File: config.mk
export PLATFORM = sky130hd
export DESIGN_NAME = plb_din_map
export DESIGN_NICKNAME = d
export VERILOG_FILES = /design/src/slam_pkg.sv /design/src/plb_din_map.sv
export VERILOG_INCLUDE_DIRS = /design/src /design/src/include
export SDC_FILE = /design/constraint.sdc
export NUM_CORES = 1
export LEC_CHECK = 0
export ABC_AREA = 1
export BUFFER_PORTS_ARGS = -buffer_cell sky130_fd_sc_hd__buf_4
export CAP_MARGIN = 20
export CORE_UTILIZATION = 47
export CTS_CLUSTER_DIAMETER = 30
export CTS_CLUSTER_SIZE = 16
export DETAILED_ROUTE_END_ITERATION = 12
export PLACE_DENSITY = 0.77
export SYNTH_ARGS = -nofsm -noshare
export SYNTH_HDL_FRONTEND = slang
export SYNTH_SLANG_ARGS = --single-unit
File: constraint.sdc
create_clock -name clk -period 3.8 [get_ports clk]
set_input_delay 0.57 -clock clk [delete_from_list [all_inputs] [get_ports clk]]
set_output_delay 0.57 -clock clk [all_outputs]
set_load 0.01 [all_outputs]
File: src/include/slam_params.svh
`ifndef SLAM_PARAMS_SVH
`define SLAM_PARAMS_SVH

// datapath
`define RSA_DW      32
`define X           4   // words per landmark row
`define PLB_AW      10
`define ROW_LEN     10
`define SEQ_CNT_DW  5

// host bus
`define APB_AW      8

// chi-square gate, fixed point
`define CHI_95      32'h002f_ee87  // 5.99147
`define CHI_999     32'h006e_8625  // 13.8155

`endif
File: src/slam_pkg.sv
`default_nettype none

`include "slam_params.svh"

package slam_pkg;

  typedef logic signed [`RSA_DW-1:0] word_t;  // state or chi word

  typedef logic [`SEQ_CNT_DW-1:0] seq_cnt_t;

  typedef enum logic [1:0] {
    PH_IDLE      = 2'd0,
    PH_UPD       = 2'd1,
    PH_ASSOC_CLR = 2'd2,
    PH_ASSOC     = 2'd3
  } phase_t;

  typedef enum logic [1:0] {
    ASSOC_WAIT = 2'b00,
    ASSOC_NEW  = 2'b01,
    ASSOC_UPD  = 2'b10,
    ASSOC_FAIL = 2'b11
  } assoc_status_t;

endpackage

`default_nettype wire

File: src/plb_din_map.sv
`timescale 1ns/1ps
`default_nettype none

`include "slam_params.svh"

module plb_din_map (
  input  wire                         clk,
  input  wire                         sys_rst,
  input  wire slam_pkg::phase_t       i_phase,
  input  wire slam_pkg::seq_cnt_t     i_seq_cnt,
  input  wire [`ROW_LEN-1:0]          i_l_k,
  input  wire slam_pkg::word_t        i_delta0,
  input  wire slam_pkg::word_t        i_delta1,
  input  wire slam_pkg::word_t        i_delta2,
  input  wire slam_pkg::word_t        i_delta3,
  input  wire slam_pkg::word_t        i_chi,
  input  wire slam_pkg::word_t        i_plb_dout,
  output logic                        o_plb_en,
  output logic                        o_plb_we,
  output logic [`PLB_AW-1:0]          o_plb_addr,
  output slam_pkg::word_t             o_plb_din,
  output slam_pkg::assoc_status_t     o_assoc_status,
  output logic [`ROW_LEN-1:0]         o_assoc_l_k
);

  localparam slam_pkg::seq_cnt_t SEQ_9  = `SEQ_CNT_DW'(9);
  localparam slam_pkg::seq_cnt_t SEQ_10 = `SEQ_CNT_DW'(10);

  localparam slam_pkg::word_t CHI_MAX = {1'b0, {(`RSA_DW-1){1'b1}}};
  localparam slam_pkg::word_t CHI_95  = `CHI_95;
  localparam slam_pkg::word_t CHI_999 = `CHI_999;

  slam_pkg::word_t delta [`X];
  slam_pkg::word_t sum   [`X];

  logic [`PLB_AW-1:0] base;
  logic               upd_step;
  logic [1:0]         rd_idx;

  assign delta[0] = i_delta0;
  assign delta[1] = i_delta1;
  assign delta[2] = i_delta2;
  assign delta[3] = i_delta3;

  assign base     = `PLB_AW'({i_l_k, 2'b00});  // four words per row
  assign upd_step = (i_phase == slam_pkg::PH_UPD) && (i_seq_cnt < `SEQ_CNT_DW'(8));
  assign rd_idx   = i_seq_cnt[1:0] - 2'd1;     // word whose data is on dout

  // port A control, steps 0-3 read and 4-7 write
  always_ff @(posedge clk) begin
    if (sys_rst) begin
      o_plb_en   <= 1'b0;
      o_plb_we   <= 1'b0;
      o_plb_addr <= '0;
    end else if (upd_step) begin
      o_plb_en   <= 1'b1;
      o_plb_we   <= i_seq_cnt[2];
      o_plb_addr <= base + `PLB_AW'(i_seq_cnt[1:0]);
    end else begin
      o_plb_en <= 1'b0;
      o_plb_we <= 1'b0;
    end
  end

  // sums land in steps 1-4, write data follows in 4-7
  always_ff @(posedge clk) begin
    if (upd_step) begin
      if ((i_seq_cnt != '0) && (i_seq_cnt <= `SEQ_CNT_DW'(4))) begin
        sum[rd_idx] <= i_plb_dout + delta[rd_idx];  // wraps at word width
      end
      if (i_seq_cnt[2]) begin
        o_plb_din <= sum[i_seq_cnt[1:0]];
      end
    end
  end

  slam_pkg::word_t     temp_chi;
  logic [`ROW_LEN-1:0] temp_l_k;
  slam_pkg::word_t     min_chi;
  logic                have_cand;

  always_ff @(posedge clk) begin
    if ((i_phase == slam_pkg::PH_ASSOC) && (i_seq_cnt == SEQ_9)) begin
      temp_chi <= i_chi;
      temp_l_k <= i_l_k;
    end
  end

  always_ff @(posedge clk) begin
    if (sys_rst || (i_phase == slam_pkg::PH_ASSOC_CLR)) begin
      min_chi        <= CHI_MAX;
      have_cand      <= 1'b0;
      o_assoc_l_k    <= '0;
      o_assoc_status <= slam_pkg::ASSOC_WAIT;
    end else begin
      if ((i_phase == slam_pkg::PH_ASSOC) && (i_seq_cnt == SEQ_10)) begin
        have_cand <= 1'b1;
        if (temp_chi < min_chi) begin  // strictly smaller only
          min_chi     <= temp_chi;
          o_assoc_l_k <= temp_l_k;
        end
      end
      if (have_cand) begin
        if (min_chi < CHI_95) begin
          o_assoc_status <= slam_pkg::ASSOC_UPD;
        end else if (min_chi > CHI_999) begin
          o_assoc_status <= slam_pkg::ASSOC_NEW;
        end else begin
          o_assoc_status <= slam_pkg::ASSOC_FAIL;
        end
      end
    end
  end

endmodule

`default_nettype wire

==> reports/metrics.cfg <==
[routing]
ant_nets=0
wl_per_cell_um=17.2
via_count=11100
firstDrtPassIters=5
routed_via_density=5.50
first_iter_violations=860
wl_mm=34.7
drc=0

[sta]
fmax_mhz=317
report.final.slew_viol_count=0
skew_ns=0.0220
rsz0062_at_grt=false
tns_ns=0
final_hold_viol_count=0
timing.final.ws_setup_ns=0.642
setup_viol=0
fin_crit_sh_pct=83.1
worst_slew_pin_slew_ns=0.685
relSlewSlack_pct=54.0
fin_crit_ns=3.16

[die]
rows=60
die_h_um=168
coreArea_mm2=0.0270
io_pins=267
die_w_um=168
initial_core_util_pct=47.9
dieArea_mm2=0.0281

[logic_synthesis]
yosys.area_share.simple_pct=17.3
synth_seq_cells=259
ys_types=35
synth.cell_area_mm2=0.0129
synth_edf_count=202
yosys_warnings=0
synthCells=1363
async_flop_share_pct=0
synthMuxAreaShare_pct=0
syn_area_per_cell_um2=9.46
yosys.area_share.xor_xnor_pct=1.77
synth_top_family_by_area=simple AND/OR/NAND/NOR gates
yosysSeqAreaShare_pct=55.9
synth-compound-area-share_pct=12.9
synth_nets=1642
synthFlopType=edfxtp_1
synthAdderAreaFrac_pct=6.66

[global_route]
grt_usage_pct=24.4
grt_pass1_wl_mm=54.1
grt_max_degree=133
overflow=0
antenna_found_initial=0
grt_pass1_vias=10900

[clocking]
htreeDepth=2
cts_hold_buf=0
cts_sinks=259
cts_made_buffers=47
cts_resized=0
clkTransAtPathRegs_ns=0.05
clock_latency_ns=0.53
cts-root-buf=clkbuf_16
cts_tree=yes
ctsLongestPathBuffers=3
postCtsSetupRepairBufs=0

[setup_path]
critPathArrivalTime_ns=3.40
end_kind=flip-flop
path_class=input port to flip-flop
cp.required_ns=4.04
start_kind=input port
cp_max_fo=19

[layout]
nNetsFinal=1918
antenna_cells=0
final_cell_mix=287 x buf_4, 205 x nor2_1, 202 x edfxtp_1
fin_area_mm2=0.0169
final_common_cell=buf_4
fillCellCount=2150
drive_gt1_share_pct=22.6
area_growth_pct=31.2

[outcome]
status=completed

[placed_design]
dpl_cell_area_mm2=0.0153
preCtsSetupSlack_ns=0.155
dpl.hpwl_mm=24.4
gp_congestion=0.921
io_buffers=266

[power_and_ir_drop]
ir_worst_vdd_v=0.000311
power.density_mw_per_mm2=505
p_leak_uw=0.00735
design_power_total_uw=8540

[flow_run]
maxCapViolCount=0

[worst_hold_path]
hold_path_class=input port to flip-flop

==> per-stage QoR <==
step	util, %	std cells	hold slack [ns]
3_3_place_gp	56.8	1931	0.440
2_1_floorplan	-	1363	0.429
5_1_grt	62.8	2017	0.195
3_5_place_dp	56.8	1931	0.445
4_1_cts	62.8	2017	0.196
6_report	62.8	2017	0.212
==> power breakdown <==
group	switching, uW	leakage [uW]	internal, uW
Clock	1390	0.000755	2740
Combinational	715	0.00432	440
Sequential	9.50	0.00228	3240
==> worst paths after layout <==
| check | cells past startpoint | endpoint | start | slack, ns |
|---|---|---|---|---|
| hold reg to reg | 2 | min_chi[7]$_SDFFE_PP1P_ | min_chi[7]$_SDFFE_PP1P_ | 0.46 |
| setup reg to reg | 15 | o_assoc_l_k[1]$_SDFFE_PP0P_ | temp_chi[5]$_DFFE_PP_ | 1.20 |
| hold / removal | 2 | o_plb_en$_SDFF_PP0_ | sys_rst | 0.21 |
| setup / recovery | 15 | sum[3][30]$_DFFE_PP_ | i_seq_cnt[0] | 0.64 |
==> cells in the mapped netlist, types with 4 or more instances <==
cell type | count | area [um2]
nor2_1 | 212 | 796
edfxtp_1 | 202 | 6070
nand2_1 | 183 | 687
o21ai_0 | 157 | 786
inv_1 | 120 | 450
ha_1 | 67 | 838
o22ai_1 | 63 | 394
dfxtp_1 | 57 | 1140
nand4_1 | 56 | 350
nand3_1 | 54 | 270
clkbuf_1 | 51 | 191
a21oi_1 | 46 | 230
xor2_1 | 22 | 193
nor3_1 | 12 | 60.1
a21o_1 | 9 | 67.6
buf_2 | 7 | 35.0
a221oi_1 | 5 | 43.8
nor4_1 | 5 | 31.3
a31oi_1 | 4 | 25.0
buf_1 | 4 | 15.0
o21bai_1 | 4 | 30.0
xnor2_1 | 4 | 35.0
==> area by class of cell <==
class                   count  area (um2)  area share, %
flip-flops and latches    259        7210           42.6
multi-input cells         920        5000           29.6
repair buffers            290        2210           13.1
clock buffers              51        1220           7.23
inverters                 121         455           2.69
well taps                 341         427           2.52
clock inverters            35         385           2.28
==> flip-flops by register name, indices dropped and copies added, names as in the netlist <==
signal and flops:
sum 128, o_plb_din 32, temp_l_k 10, have_cand 1, o_plb_addr 10, o_assoc_status 2
min_chi 32, o_plb_we 1, temp_chi 32, o_assoc_l_k 10, o_plb_en 1
==> kinds of logic after synthesis <==
group	Yosys count
AOI/OAI and AO/OA	299
xor gates and xnor gates	26
adders and majority gates	68
buffers and inverters	184
DFF	259
and+or+nand+nor	527
==> worst max-delay path: stages <==
cell      delay (ns)
buf_4           0.11
clkinv_2        0.06
ha_1            0.33
buf_4           0.18
buf_4           0.21
o21ai_0         0.10
o22ai_1         0.19
ha_1            0.31
a21oi_1         0.25
o21ai_0         0.20
o21bai_1        0.23
a221oi_1        0.36
nand2_1         0.09
nand2_1         0.08
nand2_1         0.10
==> per-layer routing <==
metal	vias to the layer above	wire (um)	GRT usage [%]
li1	5379	-	-
met1	5135	13500	28.7
met2	494	17500	44.1
met3	87	2300	3.73
met4	0	1290	10.5
met5	-	0	0
(Power assumes the default switching activity.)
