--- config.mk ---
export PLATFORM = sky130hd
export DESIGN_NAME = slam_apb_regs
export DESIGN_NICKNAME = d
export VERILOG_FILES = /design/src/slam_pkg.sv /design/src/slam_apb_regs.sv
export VERILOG_INCLUDE_DIRS = /design/src /design/src/include
export SDC_FILE = /design/constraint.sdc
export NUM_CORES = 1
export LEC_CHECK = 0
export BUFFER_PORTS_ARGS = -buffer_cell sky130_fd_sc_hd__buf_2
export CORE_MARGIN = 5
export CORE_UTILIZATION = 35
export DETAILED_ROUTE_END_ITERATION = 8
export PLACE_DENSITY = 0.6
export SLEW_MARGIN = 30
export SYNTH_ARGS = -nofsm -noshare
export SYNTH_HDL_FRONTEND = slang
export SYNTH_SLANG_ARGS = --single-unit
--- constraint.sdc ---
create_clock -name clk -period 2.6 [get_ports clk]
set_input_delay 0.26 -clock clk [delete_from_list [all_inputs] [get_ports clk]]
set_output_delay 0.26 -clock clk [all_outputs]
set_load 0.01 [all_outputs]
--- src/include/slam_params.svh ---
`ifndef SLAM_PARAMS_SVH
`define SLAM_PARAMS_SVH

// datapath
`define RSA_DW      32
`define X           4   // words per landmark row
`define PLB_AW      10
`define ROW_LEN     10
`define SEQ_CNT_DW  5

// host bus
`define APB_AW      8

// chi-square gate, fixed point
`define CHI_95      32'h002f_ee87  // 5.99147
`define CHI_999     32'h006e_8625  // 13.8155

`endif
--- src/slam_pkg.sv ---
`default_nettype none

`include "slam_params.svh"

package slam_pkg;

  typedef logic signed [`RSA_DW-1:0] word_t;  // state or chi word

  typedef logic [`SEQ_CNT_DW-1:0] seq_cnt_t;

  typedef enum logic [1:0] {
    PH_IDLE      = 2'd0,
    PH_UPD       = 2'd1,
    PH_ASSOC_CLR = 2'd2,
    PH_ASSOC     = 2'd3
  } phase_t;

  typedef enum logic [1:0] {
    ASSOC_WAIT = 2'b00,
    ASSOC_NEW  = 2'b01,
    ASSOC_UPD  = 2'b10,
    ASSOC_FAIL = 2'b11
  } assoc_status_t;

endpackage

`default_nettype wire

--- src/slam_apb_regs.sv ---
`timescale 1ns/1ps
`default_nettype none

`include "slam_params.svh"

module slam_apb_regs (
  input  wire                            clk,
  input  wire                            sys_rst,
  input  wire                            i_psel,
  input  wire                            i_penable,
  input  wire                            i_pwrite,
  input  wire [`APB_AW-1:0]              i_paddr,
  input  wire [`RSA_DW-1:0]              i_pwdata,
  output logic [`RSA_DW-1:0]             o_prdata,
  output logic                           o_pready,
  output logic                           o_pslverr,
  input  wire                            i_busy,
  input  wire slam_pkg::assoc_status_t   i_assoc_status,
  input  wire [`ROW_LEN-1:0]             i_assoc_l_k,
  output logic                           o_upd_start,
  output logic                           o_assoc_clr,
  output logic                           o_chi_valid,
  output slam_pkg::word_t                o_delta0,
  output slam_pkg::word_t                o_delta1,
  output slam_pkg::word_t                o_delta2,
  output slam_pkg::word_t                o_delta3,
  output logic [`ROW_LEN-1:0]            o_l_k,
  output slam_pkg::word_t                o_chi,
  output logic                           o_mem_we,
  output logic [`PLB_AW-1:0]             o_mem_addr,
  output slam_pkg::word_t                o_mem_din,
  input  wire slam_pkg::word_t           i_mem_dout
);

  localparam logic [`APB_AW-1:0] A_CMD      = 'h00;
  localparam logic [`APB_AW-1:0] A_STATUS   = 'h04;
  localparam logic [`APB_AW-1:0] A_DELTA0   = 'h08;
  localparam logic [`APB_AW-1:0] A_DELTA1   = 'h0c;
  localparam logic [`APB_AW-1:0] A_DELTA2   = 'h10;
  localparam logic [`APB_AW-1:0] A_DELTA3   = 'h14;
  localparam logic [`APB_AW-1:0] A_LANDMARK = 'h18;
  localparam logic [`APB_AW-1:0] A_CHI      = 'h1c;
  localparam logic [`APB_AW-1:0] A_MEM_ADDR = 'h20;
  localparam logic [`APB_AW-1:0] A_MEM_DATA = 'h24;

  logic apb_wr;
  logic mapped;
  logic cmd_hit;
  logic cmd_ok;

  assign apb_wr  = i_psel && i_penable && i_pwrite;
  assign mapped  = (i_paddr[1:0] == 2'b00) && (i_paddr <= A_MEM_DATA);
  assign cmd_hit = apb_wr && ((i_paddr == A_CMD) || (i_paddr == A_CHI));
  assign cmd_ok  = cmd_hit && !i_busy;

  assign o_pready  = 1'b1;  // no wait states
  assign o_pslverr = i_psel && i_penable && (!mapped || (cmd_hit && i_busy));

  // command pulses, one access phase wide
  assign o_upd_start = cmd_ok && (i_paddr == A_CMD) && i_pwdata[0];
  assign o_assoc_clr = cmd_ok && (i_paddr == A_CMD) && i_pwdata[1];
  assign o_chi_valid = cmd_ok && (i_paddr == A_CHI);

  assign o_mem_we  = apb_wr && (i_paddr == A_MEM_DATA);
  assign o_mem_din = i_pwdata;

  always_ff @(posedge clk) begin
    if (sys_rst) begin
      o_delta0   <= '0;
      o_delta1   <= '0;
      o_delta2   <= '0;
      o_delta3   <= '0;
      o_l_k      <= '0;
      o_chi      <= '0;
      o_mem_addr <= '0;
    end else if (apb_wr) begin
      case (i_paddr)
        A_DELTA0:   o_delta0   <= i_pwdata;
        A_DELTA1:   o_delta1   <= i_pwdata;
        A_DELTA2:   o_delta2   <= i_pwdata;
        A_DELTA3:   o_delta3   <= i_pwdata;
        A_LANDMARK: o_l_k      <= i_pwdata[`ROW_LEN-1:0];
        A_CHI:      if (!i_busy) o_chi <= i_pwdata;
        A_MEM_ADDR: o_mem_addr <= i_pwdata[`PLB_AW-1:0];
        default:    ;
      endcase
    end
  end

  always_comb begin
    case (i_paddr)
      A_STATUS: o_prdata = {{(`RSA_DW-`ROW_LEN-8){1'b0}}, i_assoc_l_k,
                            5'd0, i_assoc_status, i_busy};
      A_DELTA0:   o_prdata = o_delta0;
      A_DELTA1:   o_prdata = o_delta1;
      A_DELTA2:   o_prdata = o_delta2;
      A_DELTA3:   o_prdata = o_delta3;
      A_LANDMARK: o_prdata = `RSA_DW'(o_l_k);
      A_CHI:      o_prdata = o_chi;
      A_MEM_ADDR: o_prdata = `RSA_DW'(o_mem_addr);
      A_MEM_DATA: o_prdata = i_mem_dout;  // read issued during setup
      default:    o_prdata = '0;
    endcase
  end

endmodule

`default_nettype wire

==> flow_metrics.env <==
export IMPL_vias_per_cell=5.36
export IMPL_drt_initial_drc_count=942
export IMPL_detailedPlacementHpwl_mm=27.0
export IMPL_critical_path_cell_sequence="buf_2, nor4b_2, nand2_1, o21ai_0, buf_2"
export IMPL_die_wd_um=166
export IMPL_mappedNetlistArea_mm2=0.00857
export IMPL_number_of_gates_resized_after_cts=0
export IMPL_post_cts_setup_buffer_count=0
export IMPL_hold_crit_path_type="primary input to register"
export IMPL_synth_area_leader_cell="dfxtp_1"
export IMPL_finalNonFillerCells=1712
export IMPL_cts_tree="built"
export IMPL_routabilityCongestion=0.875
export IMPL_max_stage_delay_ns=0.56
export IMPL_routed_wire_length_per_instance_um=21.5
export IMPL_clk_latency_ns=0.43
export IMPL_areaGrowthSynthToFinish_pct=30.0
export IMPL_maximum_number_of_pins_on_one_net_before_global_route_repair=64
export IMPL_syn_mean_instance_area_um2=7.92
export IMPL_ctsHoldBuffers=0
export IMPL_setup_tns_final_ns=0
export IMPL_length_of_the_first_detailed_routing_pass_in_iterations=6
export IMPL_filler_cell_count=2482
export IMPL_register_area_mm2=0.00360
export IMPL_cts_buffer_depth=2
export IMPL_ys_ff_latch=180
export IMPL_yosys_top_cells_area="dfxtp_1, nand2_1, a21oi_1"
export IMPL_synthDominantCellAreaShare=0.420
export IMPL_total_setup_violations_reported_at_the_end_of_the_flow=0
export IMPL_worst_ep_required_time_ns=2.34
export IMPL_cp_data_arrival_time_ns=2.19
export IMPL_placement_rows=57
export IMPL_cp_dominant_cell_by_count="buf_2"
export IMPL_final_common_cell="nand2_1"
export IMPL_timing_final_hold_violations=0
export IMPL_clock_fmax_mhz=408
export IMPL_vias=9184
export IMPL_powerDensity_mw_per_mm2=509
export IMPL_drv_max_cap_violation_count=0
export IMPL_clock_tree_htree_level_count=4
export IMPL_final_cell_mix="nand2_1, buf_2, dfxtp_1"
export IMPL_relSlewSlack=0.561
export IMPL_finalCriticalPeriod_ns=2.45
export IMPL_status="completed"
export IMPL_syn_num_nets=1172
export IMPL_synthCells=1082
export IMPL_grt_overflow_total=0
export IMPL_max_vdd_ir_drop_uv=285
export IMPL_synth_yosys_seq_area_share=0.420
export IMPL_cp_top_family="simple AND/OR/NAND/NOR gates"
export IMPL_detailed_place_area_mm2=0.0106
export IMPL_worst_slew_pin_transition_ns=0.657
export IMPL_maxSlewViolCount=0
export IMPL_grt_pass1_vias=8588
export IMPL_critical_path_slowest_cell="nor4b_2"
export IMPL_dp_cells=1677
export IMPL_synthesis_warning_total=0
export IMPL_inserted_clock_buffers=17
export IMPL_die_area_mm2=0.0277
export IMPL_leakagePower_nw=4.63
export IMPL_floorplan_initialDensity=0.353
export IMPL_clock_skew_ns=0
export IMPL_number_of_synthesized_flops_with_an_enable_pin=0
export IMPL_final_nets=1462
export IMPL_gr_usage_all_layers=0.253
export IMPL_cts_root_buffer="clkbuf_16"
export IMPL_asyncSetResetFlopFracSynth=0
export IMPL_fp_coreArea_mm2=0.0242
export IMPL_cts_sinks=180
export IMPL_postLayoutCoreUtil=0.460
export IMPL_grt_antenna_before_repair=3
export IMPL_postRouteAntennaNets=0
export IMPL_grt_setup_unrepaired="no"
export IMPL_numPortBuffers=338
export IMPL_period_utilization_post_route=0.943
export IMPL_ys_types=48
export IMPL_multi_input_area_mm2=0.00440
export IMPL_path_buf_inv=2
export IMPL_drt_total_wl_mm=36.8
export IMPL_worst_path_max_fanout=8
export IMPL_post_route_cells_drive_above_1_share=0.373
export IMPL_detail_route_drc_violations=0
export IMPL_most_instantiated_flip_flop_cell_in_the_synthesis_netlist="dfxtp_1"
export IMPL_grt_first_pass_wirelength_mm=54.9
export IMPL_i_o_pins=340
export IMPL_chipHeight_um=166
export IMPL_crit_path_end_kind="output pin"
export IMPL_crit_path_start_kind="primary input"
export IMPL_final_design_area_no_fill_mm2=0.0111
export IMPL_clk_pin_slew_ns=0.08
export IMPL_path_class="primary input to output pin"
## flip-flops by register name, indices dropped and copies added (netlist names)
name / count
o_delta2: 32
o_delta3: 32
o_delta0: 32
o_l_k: 10
o_delta1: 32
o_chi: 32
o_mem_addr: 10
## final cells by class
type / instances / area share
Antenna cell: 3 / 0.000674
Clock buffer: 17 / 0.0382
Clock inverter: 15 / 0.0131
Multi-Input combinational cell: 783 / 0.395
Sequential cell: 180 / 0.323
Tap cell: 324 / 0.0364
Timing Repair Buffer: 390 / 0.193
## per-layer routing
layer / GRT usage / share of wire / wire, µm / vias up
met5: 0 / 0 / 0 / -
met4: 0.0985 / 0.040 / 1460 / 0
met3: 0.0498 / 0.079 / 2900 / 87
met2: 0.413 / 0.47 / 17100 / 480
met1: 0.332 / 0.42 / 15300 / 4338
li1: - / - / - / 4279
## report_power, final
| part | internal [mW] | switching, mW | total, mW |
|---|---|---|---|
| Sequential | 2.75 | 0.000804 | 2.76 |
| Combinational | 0.134 | 0.269 | 0.404 |
| Clock | 1.27 | 1.25 | 2.52 |
| Total | 4.16 | 1.52 | 5.68 |
## cells in the mapped netlist (all sizes together) (10+ instances only)
master / number
buf: 61
nand3: 11
o211ai: 10
mux2i: 30
a22o: 16
a21oi: 183
mux2: 11
o21ai: 17
nor2: 14
dfxtp: 180
nand2: 379
clkbuf: 58
a22oi: 46
## worst paths after layout
path | from | slack (ns) | cells after the start | to
setup / recovery | i_paddr[7] | 0.15 | 5 | o_prdata[15]
hold / removal | i_pwdata[22] | 0.11 | 3 | o_delta1[22]
setup reg to reg | o_chi[7] | 1.91 | 2 | o_chi[7]
hold reg to reg | o_l_k[7] | 0.47 | 2 | o_l_k[7]
## cell families (layout without fill, tap and decap cells)
logic type             Yosys count  in the layout  share of synthesized area
flip-flops                     180            180                      0.420
AND/OR/NAND/NOR                439            439                      0.221
AO/OA/AOI/OAI                  297            297                      0.220
multiplexers                    46             46                     0.0626
buffers and inverters          119            422                     0.0747
other                            1              4                   0.000438
## worst register-to-register path, cell delays in order, from the launching register on
cell and delay (ns):
dfxtp_1 0.41, nand2_2 0.07, a21oi_2 0.14
## stage by stage
step / setup slack, ns / power (mW) / hold WS (ns)
final: 0.148 / 5.68 / 0.114
after global routing: 0.111 / 5.86 / 0.114
after CTS: 0.212 / 5.71 / 0.105
after detailed placement: 0.229 / 3.22 / 0.454
after global placement: 0.194 / 3.22 / 0.449
after floorplan: 0.532 / 3.02 / 0.396
Note: power is estimated with default switching activity, not from simulation.
