==> config.mk <==
export PLATFORM = sky130hd
export DESIGN_NAME = plb_seq_ctrl
export DESIGN_NICKNAME = d
export VERILOG_FILES = /design/src/slam_pkg.sv /design/src/plb_seq_ctrl.sv
export VERILOG_INCLUDE_DIRS = /design/src /design/src/include
export SDC_FILE = /design/constraint.sdc
export NUM_CORES = 1
export LEC_CHECK = 0
export BUFFER_PORTS_ARGS = -buffer_cell sky130_fd_sc_hd__buf_4
export CAP_MARGIN = 20
export CORE_AREA = 2 2 39 41
export CTS_BUF_LIST = sky130_fd_sc_hd__clkbuf_16
export DETAILED_ROUTE_END_ITERATION = 7
export DIE_AREA = 0 0 41 43
export PLACE_DENSITY = 0.68
export SYNTH_ARGS = -nofsm -noshare
export SYNTH_HDL_FRONTEND = slang
export SYNTH_SLANG_ARGS = --single-unit
==> constraint.sdc <==
create_clock -name clk -period 1.75 [get_ports clk]
set_input_delay 0.175 -clock clk [delete_from_list [all_inputs] [get_ports clk]]
set_output_delay 0.175 -clock clk [all_outputs]
set_load 0.01 [all_outputs]
==> src/include/slam_params.svh <==
`ifndef SLAM_PARAMS_SVH
`define SLAM_PARAMS_SVH

// datapath
`define RSA_DW      32
`define X           4   // words per landmark row
`define PLB_AW      10
`define ROW_LEN     10
`define SEQ_CNT_DW  5

// host bus
`define APB_AW      8

// chi-square gate, fixed point
`define CHI_95      32'h002f_ee87  // 5.99147
`define CHI_999     32'h006e_8625  // 13.8155

`endif
==> src/slam_pkg.sv <==
`default_nettype none

`include "slam_params.svh"

package slam_pkg;

  typedef logic signed [`RSA_DW-1:0] word_t;  // state or chi word

  typedef logic [`SEQ_CNT_DW-1:0] seq_cnt_t;

  typedef enum logic [1:0] {
    PH_IDLE      = 2'd0,
    PH_UPD       = 2'd1,
    PH_ASSOC_CLR = 2'd2,
    PH_ASSOC     = 2'd3
  } phase_t;

  typedef enum logic [1:0] {
    ASSOC_WAIT = 2'b00,
    ASSOC_NEW  = 2'b01,
    ASSOC_UPD  = 2'b10,
    ASSOC_FAIL = 2'b11
  } assoc_status_t;

endpackage

`default_nettype wire

==> src/plb_seq_ctrl.sv <==
`timescale 1ns/1ps
`default_nettype none

`include "slam_params.svh"

module plb_seq_ctrl (
  input  wire                  clk,
  input  wire                  sys_rst,
  input  wire                  i_upd_start,
  input  wire                  i_assoc_clr,
  input  wire                  i_chi_valid,
  output slam_pkg::phase_t     o_phase,
  output slam_pkg::seq_cnt_t   o_seq_cnt,
  output logic                 o_busy
);

  localparam slam_pkg::seq_cnt_t UPD_LAST    = `SEQ_CNT_DW'(7);
  localparam slam_pkg::seq_cnt_t ASSOC_FIRST = `SEQ_CNT_DW'(9);
  localparam slam_pkg::seq_cnt_t ASSOC_LAST  = `SEQ_CNT_DW'(10);

  logic drain;  // extra cycle while the engine finishes its last action

  assign o_busy = (o_phase != slam_pkg::PH_IDLE) || drain;

  always_ff @(posedge clk) begin
    if (sys_rst) begin
      o_phase   <= slam_pkg::PH_IDLE;
      o_seq_cnt <= '0;
      drain     <= 1'b0;
    end else begin
      drain <= ((o_phase == slam_pkg::PH_UPD) && (o_seq_cnt == UPD_LAST)) ||
               ((o_phase == slam_pkg::PH_ASSOC) && (o_seq_cnt == ASSOC_LAST));
      case (o_phase)
        slam_pkg::PH_IDLE: begin
          if (!drain) begin
            if (i_upd_start) begin
              o_phase   <= slam_pkg::PH_UPD;
              o_seq_cnt <= '0;
            end else if (i_assoc_clr) begin
              o_phase   <= slam_pkg::PH_ASSOC_CLR;
              o_seq_cnt <= '0;
            end else if (i_chi_valid) begin
              o_phase   <= slam_pkg::PH_ASSOC;
              o_seq_cnt <= ASSOC_FIRST;
            end
          end
        end
        slam_pkg::PH_UPD: begin
          if (o_seq_cnt == UPD_LAST) begin
            o_phase   <= slam_pkg::PH_IDLE;
            o_seq_cnt <= '0;
          end else begin
            o_seq_cnt <= o_seq_cnt + 1'b1;
          end
        end
        slam_pkg::PH_ASSOC: begin
          if (o_seq_cnt == ASSOC_LAST) begin
            o_phase   <= slam_pkg::PH_IDLE;
            o_seq_cnt <= '0;
          end else begin
            o_seq_cnt <= o_seq_cnt + 1'b1;
          end
        end
        default: begin  // clear lasts one cycle
          o_phase   <= slam_pkg::PH_IDLE;
          o_seq_cnt <= '0;
        end
      endcase
    end
  end

endmodule

`default_nettype wire

==> results of run 1 <==
==> cell families (layout without fill, tap and decap cells) <==
logic type / after synthesis / count (layout) / synth area share, %
AND/OR/NAND/NOR: 21 / 21 / 26.7
AO/OA/AOI/OAI: 14 / 14 / 25.1
flip-flops: 8 / 8 / 34.5
buffers and inverters: 5 / 18 / 6.47
adder cells (fa/ha/maj): 2 / 2 / 5.39
XOR/XNOR: 1 / 1 / 1.89
==> through the flow <==
step                utilization, %  hold slack [ps]
global placement              40.1              408
detailed placement            40.1              410
finish                        45.6              170
global route                  45.6              184
CTS                           45.6              171
floorplan                        -              378
==> how the worst max path moves through the flow <==
| stage | from | end | slack [ps] | cells past startpoint |
|---|---|---|---|---|
| global placement | o_seq_cnt[0]$_SDFFE_PP0P_ | o_seq_cnt[1]$_SDFFE_PP0P_ | 390 | 6 |
| detailed placement | o_seq_cnt[0]$_SDFFE_PP0P_ | o_seq_cnt[1]$_SDFFE_PP0P_ | 400 | 6 |
| floorplan | o_seq_cnt[0]$_SDFFE_PP0P_ | o_phase[1]$_SDFFE_PP0P_ | 450 | 5 |
| finish | o_phase[0]$_SDFFE_PP0P_ | o_busy | 380 | 2 |
| global route | o_seq_cnt[0]$_SDFFE_PP0P_ | o_seq_cnt[1]$_SDFFE_PP0P_ | 250 | 6 |
| CTS | o_phase[0]$_SDFFE_PP0P_ | o_busy | 370 | 2 |
==> flip-flops by register name, summed over array words and instances, names as in the netlist <==
| name | flops |
|---|---|
| o_seq_cnt | 5 |
| o_phase | 2 |
| drain | 1 |
==> metal layers <==
metal / vias to the layer above / global-route usage, % / wire (um)
met5: - / 0 / 0
met2: 11 / 19.7 / 468
met3: 5 / 4.71 / 44
met4: 0 / 10.0 / 23
li1: 218 / - / -
met1: 199 / 18.1 / 487
==> placed cells by master, fill, tap and decap left out, drive strengths merged <==
| master | n |
|---|---|
| clkbuf | 3 |
| xnor2 | 1 |
| nor3 | 2 |
| nand3b | 1 |
| or3 | 1 |
| o21ai | 1 |
| nand2 | 3 |
| nor2 | 3 |
| ha | 2 |
| o31ai | 1 |
| nor2b | 3 |
| a21oi | 3 |
| buf | 12 |
| dfxtp | 8 |
| o21a | 1 |
| nand4b | 1 |
| nand3 | 4 |
| a41oi | 1 |
| a211oi | 3 |
| nor3b | 1 |
| inv | 3 |
| o2bb2a | 1 |
| nand4bb | 1 |
| a21o | 1 |
| nor4 | 1 |
| o221ai | 2 |
==> power breakdown <==
part | internal (uW) | switching (uW)
sequential | 194 | 20.7
combinational | 47.5 | 40.8
clock | 293 | 79.0
==> final cells by class <==
class / instances / area, um^2 / share of cell area (%)
Clock buffer: 3 / 75.1 / 11.9
Inverter: 3 / 11.3 / 1.79
Tap cell: 16 / 20.0 / 3.17
Timing Repair Buffer: 12 / 90.1 / 14.3
Sequential cell: 8 / 160 / 25.4
Multi-Input combinational cell: 38 / 274 / 43.5
==> results by group, run 1 <==
Drt
  – DRC viols: 0
  – Starting DRT DRC Count: 3
  – Drt total wl: 1020 um
  – DR vias/cell: 5.41
  – Vias: 433
  – DRT Pass-1 Iters: 2
  – ANT nets after route: 0
  – Post-DR wirelength/cell: 12.8 um

Synth
  – Post-Syn Instances: 51
  – Most frequent cells after synthesis: dfxtp_1, nand3_1
  – Yosys warns: 0
  – Synthesized flop and latch total: 8
  – Cell area after synthesis: 464 um^2
  – Cell variety after synth: 27
  – Area contributors post-synth: dfxtp_1, ha_1, a211oi_1, nand3_1, o2bb2a_4
  – Syn_nets: 58
  – Main synth FF type: dfxtp_1
  – Most instantiated library cell after synthesis: dfxtp_1
  – Synth top area share: 34.5%
  – Async S/R FF share, synth: 0%
  – Sequential fraction of the synthesis area: 34.5%
  – Post-synth EDFFs: 0
  – Mean area per synthesized cell: 9.10 um^2
  – Yosys top cell by area: dfxtp_1

Setup path
  – Critical Path RT: 1570 ps
  – Cells along the critical path: or3_4 -> buf_4
  – CP arrival: 1200 ps
  – CP top delay family: simple AND/OR/NAND/NOR gates
  – CP peak stage delay: 420 ps
  – Worst r2r src: o_seq_cnt[0]$_SDFFE_PP0P_
  – CP max-delay cell: or3_4
  – Worst setup path category: reg2out
  – Crit-path max FO: 11
  – Bufs and invs on worst path: 1
  – Startpoint types: flip-flop
  – Worst R2R Setup Slack: 390 ps
  – Worst R2R Path Depth: 6
  – Critical path endpoint category: output port
  – Reg2reg end: o_phase[1]$_SDFFE_PP0P_

Power
  – Worst IR Drop VDD: 457 uV
  – Total Power: 675 uW
  – LEAKAGE: 0.000246 uW
  – Power per Cell Area: 1070 mW/mm^2

Timing
  – Setup Viol. Count Final: 0
  – FMAX: 0.728 GHz
  – Worst slew pin tran: 349 ps
  – RSZ-0062 raised after global routing: false
  – Final Hold Vio Count: 0
  – Minimum clock period: 1370 ps
  – Fin. max-slew vios: 0
  – Slew HR: 76.7%
  – Final period util: 78.4%
  – Worst Skew: 0.756 ps
  – Final WS setup: 377 ps
  – Sum Neg Setup Slack: 0 ps

Final layout
  – Nets: 73
  – Final Non-Filler Cells: 80
  – Post-layout instance area: 631 um^2
  – Layout cells sized above 1: 29.7%
  – Area Growth Syn to Fin: 35.8%
  – Antenna cells: 0
  – Fill cells: 135

Clock network
  – H-tree Lvls: 1
  – CTS root buffer: clkbuf_16
  – Inserted Clock Buffers: 3
  – Resized Gates After CTS: 0
  – Worst skew pair latency: 230 ps
  – Postcts setup bufs: 0
  – CTS Sinks: 8
  – CTS Hold Bufs: 0
  – Max clock buf depth: 2
  – CTS tree: yes
  – Clock-pin transition on the worst setup and hold timing paths: 30 ps

Floorplanning
  – DIE AREA: 0.00176 mm^2
  – Rows: 14
  – Initial core utilization: 33.5%
  – CORE AREA: 0.00138 mm^2
  – IO Count: 13
  – Chip Width: 41 um
  – Die Span Y: 43 um

Place
  – Placed cell area: 556 um^2
  – Placer congestion estimate: 0.796
  – IO Port Bufs: 12
  – Pre-CTS setup slack: 395 ps
  – Dpl hpwl: 778 um
  – Placed Cells: 77

Min path
  – Hold Path Stages: 2
  – HP Class: in2reg
  – Hold wc startpoint: sys_rst
  – Hold EP: o_seq_cnt[0]$_SDFFE_PP0P_

Global route
  – Vias in the first global route: 393
  – First-pass GRT wire length: 1680 um
  – GRT Util Overall: 14.4%
  – GRT Residual Overflow: 0
  – Largest net degree at the start of global routing: 12
  – Initial antenna violation count: 0

Outcome
  – Status: finished, final reports clean

Run
  – Max-cap violations: 0
Power figures use the tool's default switching activity.
==> run 2: changes to the inputs <==
clock period = 1.3 ns   (was 1.75 ns; I/O delays follow)
==> results by group, run 2 (synthesis gave the netlist of run 1 again) <==
Outcome
  – Status: finished, final reports clean (unchanged)

Setup path
  – Critical path endpoint category: flip-flop (was output port)
  – CP max-delay cell: dfxtp_2 (was or3_4)
  – CP top delay family: compound AO/OA/AOI/OAI gates (was simple AND/OR/NAND/NOR gates)
  – Crit-path max FO: 4 (was 11)
  – Worst r2r src: o_seq_cnt[0]$_SDFFE_PP0P_ (unchanged)
  – Cells along the critical path: inv_1 -> ha_1 -> nand4b_1 -> a21o_2 -> nand2_4 -> a211oi_2 (was or3_4 -> buf_4)
  – CP arrival: 1430 ps (was 1200 ps)
  – Critical Path RT: 1450 ps (was 1570 ps)
  – Bufs and invs on worst path: 1 (unchanged)
  – Worst setup path category: reg2reg (was reg2out)
  – Crit. Startpoint: o_seq_cnt[0]$_SDFFE_PP0P_ (was o_phase[0]$_SDFFE_PP0P_)
  – CP peak stage delay: 340 ps (was 420 ps)
  – Startpoint types: flip-flop (unchanged)

Final layout
  – Fill cells: 128 (was 135)
  – Max FFs per register: 5 (unchanged)
  – Reg with most FFs: o_seq_cnt (unchanged)
  – Most common cell after layout, fill and taps aside: buf_4 (unchanged)
  – Area Growth Syn to Fin: 56.1% (was 35.8%)
  – Post-layout util: 52.4% (was 45.6%)
  – Most frequent cells in the layout: buf_4, dfxtp_1, nand3_1 (unchanged)
  – Nets: 81 (was 73)
  – Regs by FF count: o_seq_cnt x5, o_phase x2, drain x1 (unchanged)
  – Antenna cells: 0 (unchanged)
  – Layout cells sized above 1: 45.8% (was 29.7%)

Global route
  – Initial antenna violation count: 0 (unchanged)
  – GRT Util Overall: 16.5% (was 14.4%)
  – First-pass GRT wire length: 1910 um (was 1680 um)
  – Largest net degree at the start of global routing: 10 (was 12)
  – GRT Residual Overflow: 0 (unchanged)
  – Vias in the first global route: 466 (was 393)

Clock network
  – CTS Hold Bufs: 0 (unchanged)
  – Inserted Clock Buffers: 3 (unchanged)
  – Max clock buf depth: 2 (unchanged)
  – H-tree Lvls: 1 (unchanged)
  – Clock-pin transition on the worst setup and hold timing paths: 40 ps (was 30 ps)
  – CTS root buffer: clkbuf_16 (unchanged)
  – Worst skew pair latency: 230 ps (about the same)
  – CTS tree: yes (unchanged)
  – CTS Sinks: 8 (unchanged)

Run
  – Max-cap violations: 0 (unchanged)

Drt
  – Vias: 475 (was 433)
  – Post-DR wirelength/cell: 14.9 um (was 12.8 um)
  – Routed wl met2: 686 um (was 468 um)
  – Starting DRT DRC Count: 14 (was 3)
  – DRC viols: 0 (unchanged)
  – DRT Pass-1 Iters: 4 (was 2)
  – DR vias/cell: 5.40 (was 5.41)
  – ANT nets after route: 0 (unchanged)
  – Met1 Wirelength: 535 um (was 487 um)
  – Met3 routed WL: 58 um (was 44 um)
  – Drt total wl: 1310 um (was 1020 um)
  – Max Used Layer: met4 (unchanged)

Timing
  – Fin. max-slew vios: 0 (unchanged)
  – Final Hold Vio Count: 0 (unchanged)
  – Worst slew pin tran: 279 ps (was 349 ps)
  – FMAX: 0.780 GHz
  – RSZ-0062 raised after global routing: true (was false)
  – Worst hold slack: 144 ps (was 170 ps)
  – Setup Viol. Count Final: 0 (unchanged)
  – Minimum clock period: 1280 ps
  – Slew HR: 81.4% (was 76.7%)
  – Final period util: 98.7%
  – Worst Skew: 1.83 ps (was 0.756 ps)
  – Sum Neg Setup Slack: 0 ps (unchanged)

Place
  – Placer congestion estimate: 0.750 (was 0.796)
  – Dpl hpwl: 855 um (was 778 um)
  – IO Port Bufs: 12 (unchanged)

Floorplanning
  – Chip Width: 41 um (unchanged)
  – DIE AREA: 0.00176 mm^2 (unchanged)
  – Rows: 14 (unchanged)
  – CORE AREA: 0.00138 mm^2 (unchanged)
  – Die Span Y: 43 um (unchanged)
  – Initial core utilization: 33.5% (unchanged)
  – IO Count: 13 (unchanged)

Min path
  – Hold wc startpoint: sys_rst (unchanged)
  – HP Class: in2reg (unchanged)

Power
  – LEAKAGE: 0.000294 uW (was 0.000246 uW)
  – Power per Cell Area: 1340 mW/mm^2 (was 1070 mW/mm^2)
  – Worst IR Drop VDD: 703 uV (was 457 uV)
[run 2: changes by cell type in the layout (fill, tap and decap cells not counted), sizes merged]
cell,delta
buf,+8
[run 2: worst paths after layout]
check	to	slack, ps	cells past startpoint
setup / recovery	o_phase[0]$_SDFFE_PP0P_	20	6
setup reg to reg	o_phase[0]$_SDFFE_PP0P_	20	6
hold / removal	o_seq_cnt[0]$_SDFFE_PP0P_	140	2
hold reg to reg	o_phase[1]$_SDFFE_PP0P_	530	1
[run 2: area by class of cell]
cell class,instances,area (um^2),share of cell area (%)
Sequential cell,8,163,22.5
Timing Repair Buffer,20,150,20.7
Clock buffer,3,75.1,10.4
Inverter,3,11.3,1.55
Tap cell,16,20.0,2.76
Multi-Input combinational cell,38,305,42.1
[run 2: report_power, final]
group | internal (uW) | total, uW | switching, uW
Combinational | 89.9 | 175 | 85.3
Clock | 396 | 517 | 120
Sequential | 262 | 282 | 19.7
Total | 749 | 974 | 225
[run 2: what timing repair did]
item                       4_1_cts  5_1_grt
pin swaps                        0        2
resized for setup                5        3
setup buffers                    0        1
setup endpoints to repair        4        3
[run 2: per-layer routing]
| layer | GRT usage [%] | vias up |
|---|---|---|
| li1 | - | 232 |
| met1 | 19.6 | 225 |
| met2 | 24.7 | 14 |
| met3 | 5.24 | 4 |
| met4 | 10.0 | 0 |
| met5 | 0 | - |
[run 2: per-stage QoR]
| stage | std cells | power [uW] | setup slack (ps) | cell area (um^2) |
|---|---|---|---|---|
| global placement | 84 | 432 | 46.0 | 608 |
| global route | 88 | 1010 | -32.7 | 724 |
| CTS | 87 | 964 | 21.4 | 698 |
| detailed placement | 84 | 434 | -4.95 | 608 |
| finish | 88 | 974 | 17.5 | 724 |
| floorplan | 51 | 365 | 1.70 | 464 |
